File: src/hdl/img_pkg.sv
`default_nettype none

package img_pkg;

    // ================================================
    // Widths
    // ================================================
    localparam int WORD_W  = 16;
    localparam int PIX_W   = 12;
    localparam int COUNT_W = 16;

    // ================================================
    // Enums
    // ================================================
    typedef enum logic {
        CMD_CAPTURE,
        CMD_READOUT
    } cmd_op_e;

    typedef enum logic [2:0] {
        CAP_IDLE,
        CAP_HEADER,
        CAP_WAIT_INVALID,
        CAP_WAIT_VALID,
        CAP_FRAME,
        CAP_CSUM_A,
        CAP_CSUM_B,
        CAP_DONE
    } cap_state_e;

    typedef enum logic [2:0] {
        CTRL_IDLE,
        CTRL_CAPTURE,
        CTRL_CAP_FINISH,
        CTRL_READOUT,
        CTRL_ACK
    } ctrl_state_e;

    // ================================================
    // Structs
    // ================================================
    // Sensor pixel bus, already in the clk domain
    typedef struct packed {
        logic             fv;
        logic             lv;
        logic [PIX_W-1:0] d;
    } pixel_bus_t;

    // One word written into the frame store
    typedef struct packed {
        logic               en;
        logic               block;
        logic [COUNT_W-1:0] addr;
        logic [WORD_W-1:0]  data;
    } store_wr_t;

    typedef struct packed {
        logic [COUNT_W-1:0] word_count;
        logic [COUNT_W-1:0] highlight_count;
        logic [COUNT_W-1:0] shadow_count;
    } capture_status_t;

endpackage

`default_nettype wire

File: src/hdl/img_controller.sv
`timescale 1ns/1ps
`default_nettype none

module img_controller #(
    parameter int HEADER_WORDS = 4
) (
    input  logic                        clk,
    input  logic                        readout_rst,
    input  logic                        cmd_req,
    output logic                        cmd_ack,
    input  img_pkg::cmd_op_e            cmd_op,
    input  logic                        cmd_block,
    input  logic [HEADER_WORDS*16-1:0]  cmd_header,
    output logic                        wr_start,
    output logic                        wr_block,
    output logic [HEADER_WORDS*16-1:0]  wr_header,
    input  logic                        wr_done,
    input  logic [img_pkg::COUNT_W-1:0] word_count,
    input  logic [img_pkg::COUNT_W-1:0] highlight_count,
    input  logic [img_pkg::COUNT_W-1:0] shadow_count,
    output logic                        rd_block,
    output logic [img_pkg::COUNT_W-1:0] rd_addr,
    input  logic [15:0]                 rd_data,
    output logic                        readout_ready,
    input  logic                        readout_trigger,
    output logic [15:0]                 readout_data,
    output img_pkg::capture_status_t    status
);
    import img_pkg::*;

    ctrl_state_e        state;
    logic [COUNT_W-1:0] blk_words [2];
    logic [COUNT_W-1:0] load_left;
    logic [COUNT_W-1:0] addr_q;
    logic               fire;
    logic               load;

    // ================================================
    // Readout datapath
    // ================================================
    assign fire = readout_ready && readout_trigger;

    // Refill the output register when it is empty or being drained
    assign load = (state == CTRL_READOUT) && (load_left != '0) && (!readout_ready || fire);

    // cmd_block is stable for the whole command
    assign rd_block = cmd_block;

    // rd_data always holds the word at addr_q, so it doubles as the skid entry
    always_comb begin
        if (state != CTRL_READOUT) begin
            rd_addr = '0;
        end else if (load) begin
            rd_addr = addr_q + 1'b1;
        end else begin
            rd_addr = addr_q;
        end
    end

    always_ff @(posedge clk) begin
        if (load) begin
            readout_data <= rd_data;
        end
    end

    assign status = '{
        word_count:      word_count,
        highlight_count: highlight_count,
        shadow_count:    shadow_count
    };

    // ================================================
    // Command FSM
    // ================================================
    always_ff @(posedge clk) begin
        if (state == CTRL_IDLE && cmd_req) begin
            wr_block  <= cmd_block;
            wr_header <= cmd_header;
        end
    end

    always_ff @(posedge clk) begin
        if (!readout_rst) begin
            state         <= CTRL_IDLE;
            cmd_ack       <= 1'b0;
            wr_start      <= 1'b0;
            readout_ready <= 1'b0;
            blk_words[0]  <= '0;
            blk_words[1]  <= '0;
            load_left     <= '0;
            addr_q        <= '0;
        end else begin
            wr_start <= 1'b0;
            addr_q   <= rd_addr;

            case (state)
                CTRL_IDLE: begin
                    if (cmd_req) begin
                        if (cmd_op == CMD_CAPTURE) begin
                            wr_start <= 1'b1;
                            state    <= CTRL_CAPTURE;
                        end else begin
                            load_left <= blk_words[cmd_block];
                            state     <= CTRL_READOUT;
                        end
                    end
                end
                CTRL_CAPTURE: begin
                    if (wr_done) begin
                        blk_words[wr_block] <= word_count;
                        state               <= CTRL_CAP_FINISH;
                    end
                end
                CTRL_CAP_FINISH: begin
                    cmd_ack <= 1'b1;
                    state   <= CTRL_ACK;
                end
                CTRL_READOUT: begin
                    if (load) begin
                        readout_ready <= 1'b1;
                        load_left     <= load_left - 1'b1;
                    end else if (fire) begin
                        readout_ready <= 1'b0;
                    end
                    // Last word gone, or nothing to send at all
                    if ((load_left == '0) && (fire || !readout_ready)) begin
                        cmd_ack <= 1'b1;
                        state   <= CTRL_ACK;
                    end
                end
                CTRL_ACK: begin
                    if (!cmd_req) begin
                        cmd_ack <= 1'b0;
                        state   <= CTRL_IDLE;
                    end
                end
                default: state <= CTRL_IDLE;
            endcase
        end
    end

endmodule

`default_nettype wire

File: config.mk
export PLATFORM = sky130hd
export DESIGN_NAME = img_controller
export DESIGN_NICKNAME = d
export VERILOG_FILES = /design/src/hdl/img_pkg.sv /design/src/hdl/img_controller.sv
export SDC_FILE = /design/constraint.sdc
export NUM_CORES = 1
export LEC_CHECK = 0
export ABC_AREA = 1
export BUFFER_PORTS_ARGS = -buffer_cell sky130_fd_sc_hd__buf_2
export CORE_MARGIN = 2
export CORE_UTILIZATION = 40
export DETAILED_ROUTE_END_ITERATION = 7
export GPL_ROUTABILITY_DRIVEN = 0
export GPL_TIMING_DRIVEN = 0
export PLACE_DENSITY = 0.79
export SYNTH_ARGS = -nofsm -noshare
export SYNTH_HDL_FRONTEND = slang
export SYNTH_SLANG_ARGS = --single-unit
File: constraint.sdc
create_clock -name clk -period 5.42 [get_ports clk]
set_clock_uncertainty 0.05 [all_clocks]
set_input_delay 0 -clock clk [delete_from_list [all_inputs] [get_ports clk]]
set_output_delay 0 -clock clk [all_outputs]
set_load 0.02 [all_outputs]
; Yosys cells after proc, flatten, opt, wreduce, memory -nomap -nowiden
; Memory sizes are Yosys's and may differ from the RTL's.
; Index checks and enable logic that the tools add are counted.
[op_classes]
addsub = 2
multipliers = 0
n_div = 0
magnitude_cmp = 0
eq_ne = 11
n_shift = 0
muxes = 26
bitwise = 0
reduce_logical = 19
[op_table]
columns = op, n
row1 = $mux 16, 6
row2 = $pmux 16 s2, 1
row3 = $add 16x1->16 const B, 1
row4 = $logic_not 16->1, 1
row5 = $reduce_bool 16->1, 1
row6 = $reduce_or 16->1, 1
row7 = $sub 16x1->16 const B, 1
row8 = $pmux 3 s5, 1
row9 = $mux 1, 12
row10 = $mux 3, 4
row11 = $ne 2x2->1 const B, 5
row12 = $reduce_and 4->1, 2
row13 = $eq 3x2->1 const B, 2
row14 = $reduce_and 3->1, 2
row15 = $logic_and 1x1->1, 5
row16 = $reduce_bool 2->1, 2
row17 = $eq 3x1->1 const B, 1
row18 = $eq 3x3->1 const B, 1
row19 = $logic_not 3->1, 1
row20 = $ne 3x2->1 const B, 1
row21 = $pmux 1 s3, 1
row22 = $reduce_bool 3->1, 1
row23 = $mux 2, 1
row24 = $ne 2x1->1 const B, 1
row25 = other kinds (3), 3
[word_totals]
regBits = 119
latch_bits = 0
ramBits = 32
mem_bits_ro = 0
in_bits = 135
wordCells = 68
n_memories = 1
[memory_table]
columns = name, words, width, rd, rd_ports_with_merged_regs, wr, line
row1 = blk_words, 2, 16, 1, 0, 2, img_controller.sv:32  ; logic [COUNT_W-1:0] blk_words [2];

; Longest topological paths before layout
; Gate-level depths: netlist (run 1).
[depth]
ltp_word = 6
mapped_depth = 12
depth_no_buf = 11

; Worst setup path after synthesis (run 1)
; No wires, ideal clock.
[synth_timing]
kind = register to register
startpoint = reg state[1]
endpoint = reg load_left[10]
setup_time_ns = 0.116
t_arrival_ns = 3.913
required_time_ns = 5.254
setup_slack_ns = 1.342
path_stages_with_launch = 10
n_path_buf = 1
path_cell_list = dfxtp_1 -> inv_2 -> nand2_1 -> nor3_2 -> nand2_1 -> nand2_4 -> inv_2 -> buf_6 -> nor2_1 -> nor2_1
[synth_via]
elab_chain_len = 5
elab_cells_between_ends = 10
classes_between = eq/ne (4) / mux (1) / reduce/logical (5)
[synth_lines]
columns = element, line
row1 = from (decl), img_controller.sv:31  ; ctrl_state_e state;
row2 = from (signal assigned), img_controller.sv:84  ; state <= CTRL_IDLE;
row3 = from (signal assigned), img_controller.sv:101  ; state <= CTRL_CAPTURE;
row4 = from (signal assigned), img_controller.sv:104  ; state <= CTRL_READOUT;
row5 = $eq 3x2->1, "img_controller.sv:44, img_controller.sv:96"
row6 = $logic_and 1x1->1 (2 in series), img_controller.sv:44  ; assign load = (state == CTRL_READOUT) && (load_left != '0) && (!readout_ready || fire);
row7 = $ne 2x2->1 (no source line), n/a
row8 = $reduce_and 4->1 (no source line), n/a
row9 = to (signal assigned), img_controller.sv:103  ; load_left <= blk_words[cmd_block];
row10 = to (signal assigned), img_controller.sv:121  ; load_left <= load_left - 1'b1;
row11 = to (decl), img_controller.sv:33  ; logic [COUNT_W-1:0] load_left;
; Parallel ways exist; a longest one is shown, timed or not.
; A chain may end at the register's enable or synchronous reset.

==> reports/qor.json, run 1 <==
{
  "run_status": {"value": "finished clean"},
  "post_drt_via_cell_ratio": {"value": 4.459},
  "hold_depth": {"value": 6},
  "postSynth.topFlopCell": {"value": "edfxtp_1"},
  "use_met2": {"value": 0.3580},
  "gr-max-usage-layer": {"value": "met2"},
  "worstSetupEndpoint": {"value": "blk_words[0][10]"},
  "critical_path.reg2reg.startpoint": {"value": "state[2]"},
  "ff2ff_path_depth": {"value": 6},
  "netlist_area": {"value": 6703, "unit": "um2"},
  "setup_viol": {"value": 0},
  "timing.final.crit_share": {"value": 0.4481},
  "internal-power": {"value": 2.507, "unit": "mW"},
  "final-hold-violation-count": {"value": 0},
  "seq_power_share": {"value": 0.406},
  "grt.met3_usage": {"value": 0.04033},
  "cts.htree.levels": {"value": 4},
  "die_h": {"value": 133.4, "unit": "um"},
  "tightestPinTransition": {"value": 871.9, "unit": "ps"},
  "boundary_pin_count": {"value": 284},
  "ys.warnings.count": {"value": 0},
  "cts-buffers-inserted": {"value": 17},
  "grt_start_max_net_pins": {"value": 26},
  "rrSetupSlack": {"value": 2990, "unit": "ps"},
  "power.density_cell_area": {"value": 386.1, "unit": "nW/um2"},
  "layoutNonFillerInstCount": {"value": 1292},
  "slew_margin_rel": {"value": 0.4168},
  "max_freq": {"value": 0.4117, "unit": "GHz"},
  "placeableCoreArea": {"value": 16470, "unit": "um2"},
  "cellLeakagePower": {"value": 4.649, "unit": "nW"},
  "ys_seq_area_frac": {"value": 0.6197},
  "grt_antenna_before_repair": {"value": 0},
  "pre_cts_ws": {"value": 2987, "unit": "ps"},
  "cts_num_sinks": {"value": 151},
  "required": {"value": 5370, "unit": "ps"},
  "synthArstFlopShare": {"value": 0},
  "worst_ir_drop_vdd": {"value": 0.2413, "unit": "mV"},
  "grt.met1_usage": {"value": 0.2268},
  "syn2layout_area_growth": {"value": 48.01, "unit": "%"},
  "drive_gt1_frac": {"value": 0.3433},
  "tritoncts": {"value": "yes"},
  "drt_first_pass_iters": {"value": 4},
  "synth_instances": {"value": 685},
  "grt_first_pass_wirelength": {"value": 27.23, "unit": "mm"},
  "io_buf_count": {"value": 251},
  "cp-startpoint": {"value": "state[2]"},
  "switching_share": {"value": 0.3454},
  "setup_repair_after_global_routing_missed_its_margin": {"value": "false"},
  "fin_crit": {"value": 2429, "unit": "ps"},
  "yosys_register_bits": {"value": 151},
  "ant_nets": {"value": 0},
  "drc": {"value": 0},
  "critPathLaunchType": {"value": "register"},
  "power_frac_comb": {"value": 0.289},
  "clock_tree.buffer_depth": {"value": 2},
  "total_switching_power": {"value": 1.323, "unit": "mW"},
  "post_synth.cell_area_avg": {"value": 9.785, "unit": "um2"},
  "insertedDiodeCount": {"value": 0},
  "slew_violations": {"value": 0},
  "number_of_synthesized_flops_with_an_enable_pin": {"value": 113},
  "syn-num-nets": {"value": 822},
  "totalNegativeSetupSlack": {"value": 0, "unit": "ps"},
  "route.vias.total": {"value": 5761},
  "clock_power_share": {"value": 0.305},
  "arrival": {"value": 2370, "unit": "ps"},
  "path_max_fanout": {"value": 16},
  "fin_ws": {"value": 2991, "unit": "ps"},
  "whs": {"value": 52.21, "unit": "ps"},
  "synth.distinct_cells": {"value": 35},
  "detail_route.wl_per_cell": {"value": 13.41, "unit": "um"},
  "clk_root_buffer_cell": {"value": "clkbuf_16"},
  "ctsResizeCount": {"value": 0},
  "finish.net_count": {"value": 1196},
  "hpwlAfterDp": {"value": 11.83, "unit": "mm"},
  "cts.reportedPaths.clkPinSlew": {"value": 70, "unit": "ps"},
  "die_area": {"value": 17810, "unit": "um2"},
  "placedCellCount": {"value": 1159},
  "endpoint_kind": {"value": "register"},
  "core.rowCount": {"value": 47},
  "finalPower": {"value": 3.831, "unit": "mW"},
  "timing.setup.critical_path_class": {"value": "reg -> reg"},
  "cap_violations": {"value": 0},
  "worstReg2RegEnd": {"value": "blk_words[0][10]"},
  "first_global_vias": {"value": 5629},
  "overall_global_routing_resource_usage": {"value": 0.1949},
  "detailedRoute.firstIterationViolations": {"value": 325},
  "initial_core_util": {"value": 0.4071},
  "die_span_x": {"value": 133.4, "unit": "um"},
  "grt_remaining_overflow": {"value": 0},
  "hold_class": {"value": "in -> reg"},
  "worstSkewPairLatency": {"value": 420, "unit": "ps"},
  "route.final.wire_length": {"value": 17.33, "unit": "mm"}
}
## synthesized netlist by cell type, types with 2 or more instances
cell type	count	share of area
nor2_1	118	0.066
inv_2	4	0.0022
nand4_1	8	0.0075
nand2_2	2	0.0019
xnor2_1	6	0.0078
nand2_1	162	0.091
buf_2	5	0.0037
o21ai_1	3	0.0022
o21ai_0	25	0.019
mux2i_1	3	0.0045
nand3_1	23	0.017
nand3b_1	3	0.0034
inv_1	66	0.037
buf_6	4	0.0067
dfxtp_1	38	0.11
a21oi_1	10	0.0075
or2_2	8	0.0075
nor2_2	3	0.0028
o211ai_1	7	0.0078
xor2_1	5	0.0065
edfxtp_1	113	0.51
ha_1	2	0.0037
buf_4	50	0.056
clkbuf_1	6	0.0034
## per-stage QoR
step	utilization	area (um2)
floorplan	-	6703
global placement	0.5001	8234
detailed placement	0.5047	8310
CTS	0.6025	9921
global route	0.6025	9921
finish	0.6025	9921
## layout make-up
type                            instances  area, um2
Tap cell                              220      275.3
Clock inverter                         15      173.9
Clock buffer                           17      425.4
Timing Repair Buffer                  355       2337
Inverter                               71      271.5
Buffer                                 67      486.7
Sequential cell                       151       4154
Fill cell                            1388       6545
Multi-Input combinational cell        396       1797
## worst min path at each step
| stage | to | startpoint |
|---|---|---|
| 5_1_grt | state[0] | wr_done |
| 3_5_place_dp | wr_header[42] | cmd_header[42] |
| 3_3_place_gp | wr_header[25] | cmd_header[25] |
| 2_1_floorplan | wr_start | cmd_op |
| 4_1_cts | state[0] | wr_done |
| 6_report | state[0] | wr_done |
## cells in the final DEF, fill, tap and decap left out, types with 3 or more instances in the layout
cell / Yosys / final
inv_2: 4 / 4
clkinv_4: 0 / 3
nand3_1: 23 / 23
clkinv_8: 0 / 3
inv_1: 66 / 66
nor2_2: 3 / 3
mux2i_1: 3 / 3
nor2_1: 118 / 118
o21ai_0: 25 / 25
xnor2_1: 6 / 6
buf_4: 50 / 50
nand4_1: 8 / 8
a21oi_1: 10 / 10
clkbuf_1: 6 / 6
buf_6: 4 / 4
o21ai_1: 3 / 3
buf_2: 5 / 256
inv_8: 0 / 8
dfxtp_1: 38 / 38
nand3b_1: 3 / 3
dlygate4sd3_1: 0 / 101
clkbuf_16: 0 / 17
or2_2: 8 / 8
nand2_1: 162 / 162
edfxtp_1: 113 / 113
o211ai_1: 7 / 7
xor2_1: 5 / 5
## power by group through the flow
stage | sequential (mW) | combinational [mW] | clock (mW)
CTS | 1.55 | 1.11 | 1.19
global placement | 1.59 | 0.976 | 0
floorplan | 1.74 | 0.540 | 0
finish | 1.56 | 1.11 | 1.17
detailed placement | 1.57 | 1.05 | 0
global route | 1.57 | 1.22 | 1.24
## critical path: stages (launching register included)
cell and delay, ps:
dfxtp_1 430, inv_2 80, nand3_1 90, inv_1 70, nand4_1 290, clkbuf_1 430
nand2_1 560
## registers in the layout, summed over array words and instances (netlist names)
signal         cells
addr_q            16
blk_words         32
cmd_ack            1
load_left         16
readout_data      16
readout_ready      1
state              3
wr_block           1
wr_header         64
wr_start           1
## kinds of logic after synthesis
kind of cell / synth area share
adders and majority gates: 0.003733
and+or+nand+nor: 0.2050
buffers and inverters: 0.1131
xor gates and xnor gates: 0.01437
muxes: 0.004480
DFF: 0.6197
AOI/OAI and AO/OA: 0.03958
## per-layer routing
metal,up-vias,part of all wire
met5,-,0
met1,2618,0.41
met3,13,0.060
met2,214,0.52
met4,0,0.010
li1,2916,-
## repair_timing
item                       CTS  global route
hold buffers               101             0
setup buffers                0             0
setup endpoints to repair    0             0
hold endpoints to repair   120             0
Note: power is estimated with default switching activity, not from simulation.
==> run 2: changes to the inputs <==
==> constraint.sdc (replaced) <==
create_clock -name clk -period 2.35 [get_ports clk]
set_clock_uncertainty 0.05 [all_clocks]
set_input_delay 0 -clock clk [delete_from_list [all_inputs] [get_ports clk]]
set_output_delay 0 -clock clk [all_outputs]
set_load 0.02 [all_outputs]
==> run 2 against run 1 <==
Against the previous run: sequential cell count unchanged; critical path depth grew 7; sequential power increased by 130%; critical path type is now reg -> out; global-route usage increased by 1.1 points; utilization increased by 0.65 points; clock power grew to 2.5 times the previous value; setup slack worse by 2800 ps; non-clock buffer count grew 6.
==> reports/qor.json, run 2 (same netlist as run 1, synthesis figures left out) <==
{
  "crit_path_cell_trace": {"value": "inv_1 -> ha_1 -> nand2_2 -> nor2_2 -> nand2_2 -> nand3_4 -> inv_6 -> buf_12 -> nand2_1 -> nand2_1 -> nand2_1 -> inv_1 -> buf_2"},
  "crit_slowest_cell": {"value": "dfxtp_2"},
  "required": {"value": 2300, "unit": "ps"},
  "endpoint_kind": {"value": "output port"},
  "critPathLaunchType": {"value": "register"},
  "die_area": {"value": 17810, "unit": "um2"},
  "cts-buffers-inserted": {"value": 17},
  "power_frac_comb": {"value": 0.285},
  "worst_path_dominant_cell_family": {"value": "simple AND/OR/NAND/NOR gates"},
  "whs": {"value": 12.05, "unit": "ps"},
  "fill_cells": {"value": 1355},
  "cellLeakagePower": {"value": 4.689, "unit": "nW"},
  "io_buf_count": {"value": 251},
  "drc": {"value": 0},
  "worst_ir_drop_vdd": {"value": 0.5707, "unit": "mV"},
  "ant_nets": {"value": 0},
  "layout_top_registers": {"value": "wr_header: 64 flops, blk_words: 32 flops"},
  "slew_violations": {"value": 0},
  "syn2layout_area_growth": {"value": 49.62, "unit": "%"},
  "first_global_vias": {"value": 5670},
  "crit_buf_inv": {"value": 5},
  "worstSkewPairLatency": {"value": 430, "unit": "ps"},
  "final-hold-violation-count": {"value": 0},
  "route.final.wire_length": {"value": 18.37, "unit": "mm"},
  "run_status": {"value": "finished clean"},
  "placeableCoreArea": {"value": 16470, "unit": "um2"},
  "tritoncts": {"value": "yes"},
  "cts.htree.levels": {"value": 4},
  "largest_register": {"value": "wr_header"},
  "layout.cells.most_common": {"value": "buf_2"},
  "internal-power": {"value": 6.094, "unit": "mW"},
  "hold_class": {"value": "in -> reg"},
  "timing.final.crit_share": {"value": 0.9370},
  "cp_slowest_stage_delay": {"value": 360, "unit": "ps"},
  "finish.net_count": {"value": 1202},
  "clock_tree.buffer_depth": {"value": 2},
  "cts_num_sinks": {"value": 151},
  "switching_share": {"value": 0.3331},
  "overall_global_routing_resource_usage": {"value": 0.2061},
  "tightestPinTransition": {"value": 523.0, "unit": "ps"},
  "timing.setup.critical_path_class": {"value": "reg -> out"},
  "boundary_pin_count": {"value": 284},
  "detailedRoute.firstIterationViolations": {"value": 254},
  "insertedDiodeCount": {"value": 0},
  "drive_gt1_frac": {"value": 0.3534},
  "setup_repair_after_global_routing_missed_its_margin": {"value": "false"},
  "initial_core_util": {"value": 0.4071},
  "arrival": {"value": 2150, "unit": "ps"},
  "clk_root_buffer_cell": {"value": "clkbuf_16"},
  "power.density_cell_area": {"value": 911.3, "unit": "nW/um2"},
  "totalNegativeSetupSlack": {"value": 0, "unit": "ps"},
  "grt_remaining_overflow": {"value": 0},
  "finalPower": {"value": 9.139, "unit": "mW"},
  "slew_margin_rel": {"value": 0.6513},
  "core.rowCount": {"value": 47},
  "grt_first_pass_wirelength": {"value": 28.42, "unit": "mm"},
  "grt_start_max_net_pins": {"value": 26},
  "drt_first_pass_iters": {"value": 5},
  "seq_power_share": {"value": 0.395},
  "max_freq": {"value": 0.4542, "unit": "GHz"},
  "die_h": {"value": 133.4, "unit": "um"},
  "post_drt_via_cell_ratio": {"value": 4.549},
  "fin_crit": {"value": 2202, "unit": "ps"},
  "path_max_fanout": {"value": 13},
  "hpwlAfterDp": {"value": 12.20, "unit": "mm"},
  "grt_antenna_before_repair": {"value": 0},
  "cts.reportedPaths.clkPinSlew": {"value": 70, "unit": "ps"},
  "setup_viol": {"value": 0},
  "most-common-layout-cells": {"value": "buf_2 (256), nand2_1 (159), nor2_1 (118)"},
  "total_switching_power": {"value": 3.045, "unit": "mW"},
  "cap_violations": {"value": 0},
  "die_span_x": {"value": 133.4, "unit": "um"},
  "route.vias.total": {"value": 5904},
  "detail_route.wl_per_cell": {"value": 14.15, "unit": "um"},
  "crit_top_cell": {"value": "nand2_1"},
  "clock_power_share": {"value": 0.320},
  "largest_register_ff_count": {"value": 64}
}
[run 2: changes by cell type in the layout (fill, tap and decap cells not counted), moves of 3 or more]
cell,previous run,this run
buf_4,50,54
bufinv_16,0,3
clkinv_4,3,0
clkinv_8,3,0
dfxtp_1,38,35
dfxtp_2,0,3
inv_6,2,7
inv_8,8,4
nand2_1,162,159
[run 2: power by group through the flow]
stage	Clock, mW	Sequential [mW]	Combinational [mW]
6_report	2.93	3.61	2.60
2_1_floorplan	0	4.00	1.27
3_5_place_dp	0	3.64	2.43
5_1_grt	3.08	3.65	2.88
3_3_place_gp	0	3.65	2.28
4_1_cts	2.96	3.59	2.59
[run 2: worst paths after layout]
check / from / to / slack (ps) / cells after the start
max: load_left[0] / rd_addr[11] / 150 / 13
min reg2reg: cmd_ack / cmd_ack / 400 / 2
min: wr_done / state[0] / 10 / 6
max reg2reg: state[2] / blk_words[1][3] / 320 / 7
[run 2: routing by layer]
metal  global-route usage  share of wire
met5                    0              0
met1               0.2406           0.40
met4              0.08156          0.021
met2               0.3648           0.51
met3              0.05061          0.066
[run 2: layout make-up]
cell class | count | area (um2) | share of cell area
Multi-Input combinational cell | 396 | 1809 | 0.1804
Inverter | 71 | 271.5 | 0.02707
Clock inverter | 15 | 202.7 | 0.02021
Sequential cell | 151 | 4158 | 0.4146
Tap cell | 220 | 275.3 | 0.02745
Buffer | 67 | 491.7 | 0.04903
Timing Repair Buffer | 361 | 2395 | 0.2388
Clock buffer | 17 | 425.4 | 0.04242
[run 2: what timing repair did]
action	4_1_cts	5_1_grt
setup buffers	2	2
endpoints found under the setup margin	39	40
resized for setup	3	1
cloned	0	1
endpoints found under the hold margin	120	0
hold buffers	101	0
pin swaps	0	0
[run 2: worst min-delay path, cell delays in order]
cell	delay (ps)
buf_2	100
o21ai_0	80
inv_1	50
nand3_1	90
nand2_1	70
a21oi_1	50
[run 2: through the flow]
stage	setup slack, ps	util	cell area [um2]	cells
4_1_cts	36.18	0.6065	9987	1295
3_5_place_dp	-128.5	0.5055	8323	1160
5_1_grt	13.45	0.6090	10030	1298
3_3_place_gp	-1340	0.5011	8250	1156
6_report	148.2	0.6090	10030	1298
2_1_floorplan	-620.3	-	6719	685
==> run 3: changes to the inputs <==
--- a/config.mk
+++ b/config.mk
@@ -11,8 +11,7 @@
 export CORE_UTILIZATION = 40
 export DETAILED_ROUTE_END_ITERATION = 7
 export GPL_ROUTABILITY_DRIVEN = 0
-export GPL_TIMING_DRIVEN = 0
-export PLACE_DENSITY = 0.79
+export PLACE_DENSITY_LB_ADDON = 0.05
 export SYNTH_ARGS = -nofsm -noshare
 export SYNTH_HDL_FRONTEND = slang
 export SYNTH_SLANG_ARGS = --single-unit
==> constraint.sdc (replaced) <==
create_clock -name clk -period 2.35 [get_ports clk]
set_clock_uncertainty 0.05 [all_clocks]
set_input_delay 0.3525 -clock clk [delete_from_list [all_inputs] [get_ports clk]]
set_output_delay 0.3525 -clock clk [all_outputs]
set_load 0.02 [all_outputs]
==> run 3 against run 2 <==
Against the previous run: register-to-register slack gained 20 ps; power shrank 7.0%; sequential cell count is the same; critical path depth is the same; largest power group unchanged; global-route usage shrank 2.7 points; die area is the same; combinational power shrank 9.2%; hold slack gained 46 ps; critical path type unchanged; sequential power is essentially flat; utilization shrank 8.3 points; non-clock buffer count shrank 182; cell area shrank 14%.
==> reports/qor.json, run 3 (same netlist as run 1, synthesis figures left out) <==
{
  "run_status": {"value": "finished clean"},
  "post_cts_hold_buffer_count": {"value": 0},
  "boundary_pin_count": {"value": 284},
  "worst_ir_drop_vdd": {"value": 0.5347, "unit": "mV"},
  "crit_path_cell_trace": {"value": "inv_2 -> ha_4 -> nand2_4 -> nor2_4 -> nand2_2 -> nand3_4 -> buf_12 -> buf_8 -> nand2_1 -> nand2_1 -> nand2_2 -> inv_2 -> buf_6"},
  "tightestPinTransition": {"value": 664.5, "unit": "ps"},
  "drt_first_pass_iters": {"value": 5},
  "placed_cell_area": {"value": 7684, "unit": "um2"},
  "cp_slowest_stage_delay": {"value": 360, "unit": "ps"},
  "largest_register": {"value": "wr_header"},
  "placeableCoreArea": {"value": 16470, "unit": "um2"},
  "grt_antenna_before_repair": {"value": 2},
  "layout.cells.most_common": {"value": "buf_2"},
  "worstSkewPairLatency": {"value": 420, "unit": "ps"},
  "grt_first_pass_wirelength": {"value": 24.94, "unit": "mm"},
  "finish.instance_area": {"value": 8661, "unit": "um2"},
  "die_area": {"value": 17810, "unit": "um2"},
  "most-common-layout-cells": {"value": "buf_2 (204), nand2_1 (146), edfxtp_1 (113)"},
  "cts_num_sinks": {"value": 151},
  "hp-start": {"value": "cmd_header[45]"},
  "timing.setup.critical_path_class": {"value": "reg -> out"},
  "layout_top_registers": {"value": "wr_header: 64 flops, blk_words: 32 flops"},
  "setup_repair_after_global_routing_missed_its_margin": {"value": "true"},
  "required": {"value": 1950, "unit": "ps"},
  "slew_margin_rel": {"value": 0.5565},
  "drc": {"value": 0},
  "detail_route.wl_per_cell": {"value": 14.28, "unit": "um"},
  "endpoint_kind": {"value": "output port"},
  "clk_root_buffer_cell": {"value": "clkbuf_16"},
  "placedCellCount": {"value": 1066},
  "critPathLaunchType": {"value": "register"},
  "power.density_cell_area": {"value": 981.8, "unit": "nW/um2"},
  "drive_gt1_frac": {"value": 0.3891},
  "detailedRoute.firstIterationViolations": {"value": 274},
  "cts.reportedPaths.clkPinSlew": {"value": 70, "unit": "ps"},
  "die_h": {"value": 133.4, "unit": "um"},
  "tritoncts": {"value": "yes"},
  "route.vias.total": {"value": 5124},
  "first_global_vias": {"value": 4835},
  "die_span_x": {"value": 133.4, "unit": "um"},
  "finish.net_count": {"value": 1021},
  "hpwlAfterDp": {"value": 11.40, "unit": "mm"},
  "cts-buffers-inserted": {"value": 17},
  "clock_tree.buffer_depth": {"value": 2},
  "io_buf_count": {"value": 219},
  "critical_path.reg2reg.startpoint": {"value": "load_left[0]"},
  "slew_violations": {"value": 0},
  "cap_violations": {"value": 0},
  "topRoutingLayerUsed": {"value": "met4"},
  "cts.htree.levels": {"value": 4},
  "grt_remaining_overflow": {"value": 0},
  "route.final.wire_length": {"value": 15.98, "unit": "mm"},
  "setup_viol": {"value": 0},
  "post_drt_via_cell_ratio": {"value": 4.579},
  "timing.final.crit_share": {"value": 0.9871},
  "cp-startpoint": {"value": "load_left[0]"},
  "cellLeakagePower": {"value": 3.918, "unit": "nW"},
  "hold_class": {"value": "in -> reg"},
  "met2RoutedLength": {"value": 8.158, "unit": "mm"},
  "path_max_fanout": {"value": 6},
  "largest_register_ff_count": {"value": 64},
  "fin_crit": {"value": 2320, "unit": "ps"},
  "ant_nets": {"value": 0},
  "worst_path_dominant_cell_family": {"value": "buffers and inverters"},
  "layoutNonFillerInstCount": {"value": 1119},
  "initial_core_util": {"value": 0.4071},
  "overall_global_routing_resource_usage": {"value": 0.1794},
  "final-hold-violation-count": {"value": 0},
  "crit_buf_inv": {"value": 5},
  "grt_start_max_net_pins": {"value": 67},
  "crit_slowest_cell": {"value": "dfxtp_2"},
  "wl_met1": {"value": 6.747, "unit": "mm"},
  "arrival": {"value": 1920, "unit": "ps"},
  "max_freq": {"value": 0.4311, "unit": "GHz"},
  "detailroute.wirelength.met3": {"value": 774, "unit": "um"},
  "core.rowCount": {"value": 47},
  "syn2layout_area_growth": {"value": 29.21, "unit": "%"}
}
[run 3: cell count changes in the layout (fill, tap and decap cells not counted), moves of 8 or more]
cell / change
buf_6: +13
dlygate4sd3_1: -101
nand2_1: -13
buf_2: -52
inv_2: +9
nand2_2: +12
buf_4: -34
nor2_1: -9
inv_1: -9
nor2_2: +8
[run 3: report_power, final]
group	switching (mW)	internal (mW)	leakage, nW
clock network	1.15	1.40	0.277
logic	1.55	0.812	2.24
registers	0.198	3.40	1.40
[run 3: worst register-to-register path: cells and delay by family, from the launching register on]
kind / cells / cell delay (ps)
simple gates: 7 / 700
buf+inv: 5 / 640
flops: 1 / 360
fa+ha+maj: 1 / 160
[run 3: path summary, 6_finish.rpt]
path	to	slack, ps	depth (start not counted)
worst max register to register	load_left[7]	340	13
worst min-delay path	wr_header[45]	60	1
worst min register to register	cmd_ack	410	2
worst max-delay path	rd_addr[7]	30	13
[run 3: final cells by class]
cell class | instances | area (um2)
clock buffers | 17 | 425.4
inverters | 71 | 279.0
well taps | 220 | 275.3
fillers | 1556 | 7805
repair buffers | 246 | 1465
flip-flops and latches | 151 | 4165
diodes | 2 | 5.005
clock inverters | 15 | 132.6
repair inverters | 1 | 8.758
multi-input cells | 396 | 1904
[run 3: routing by layer]
layer / track usage / vias to the layer above
met5: 0 / -
met4: 0.07447 / 0
met3: 0.04033 / 38
met2: 0.3064 / 154
met1: 0.2200 / 2364
li1: - / 2568
[run 3: through the flow]
stage                     worst slack (ps)  hold slack, ps  TNS [ps]  power [mW]    util
after floorplan                     -620.3           381.8    -21990       5.263       -
after global placement               187.5           394.3         0       5.786  0.4666
after detailed placement             143.7           408.0         0       5.822  0.4666
after CTS                            3.288           34.21         0       8.525  0.5130
after global routing                -77.01           31.32    -866.9       9.014  0.5260
final                                30.26           57.71         0       8.503  0.5260
[run 3: repair_timing]
action                     4_1_cts  5_1_grt
resized for setup               29       57
gates cloned                     2        0
pin swaps                        2       13
setup buffers                    8        9
setup endpoints to repair       16       16
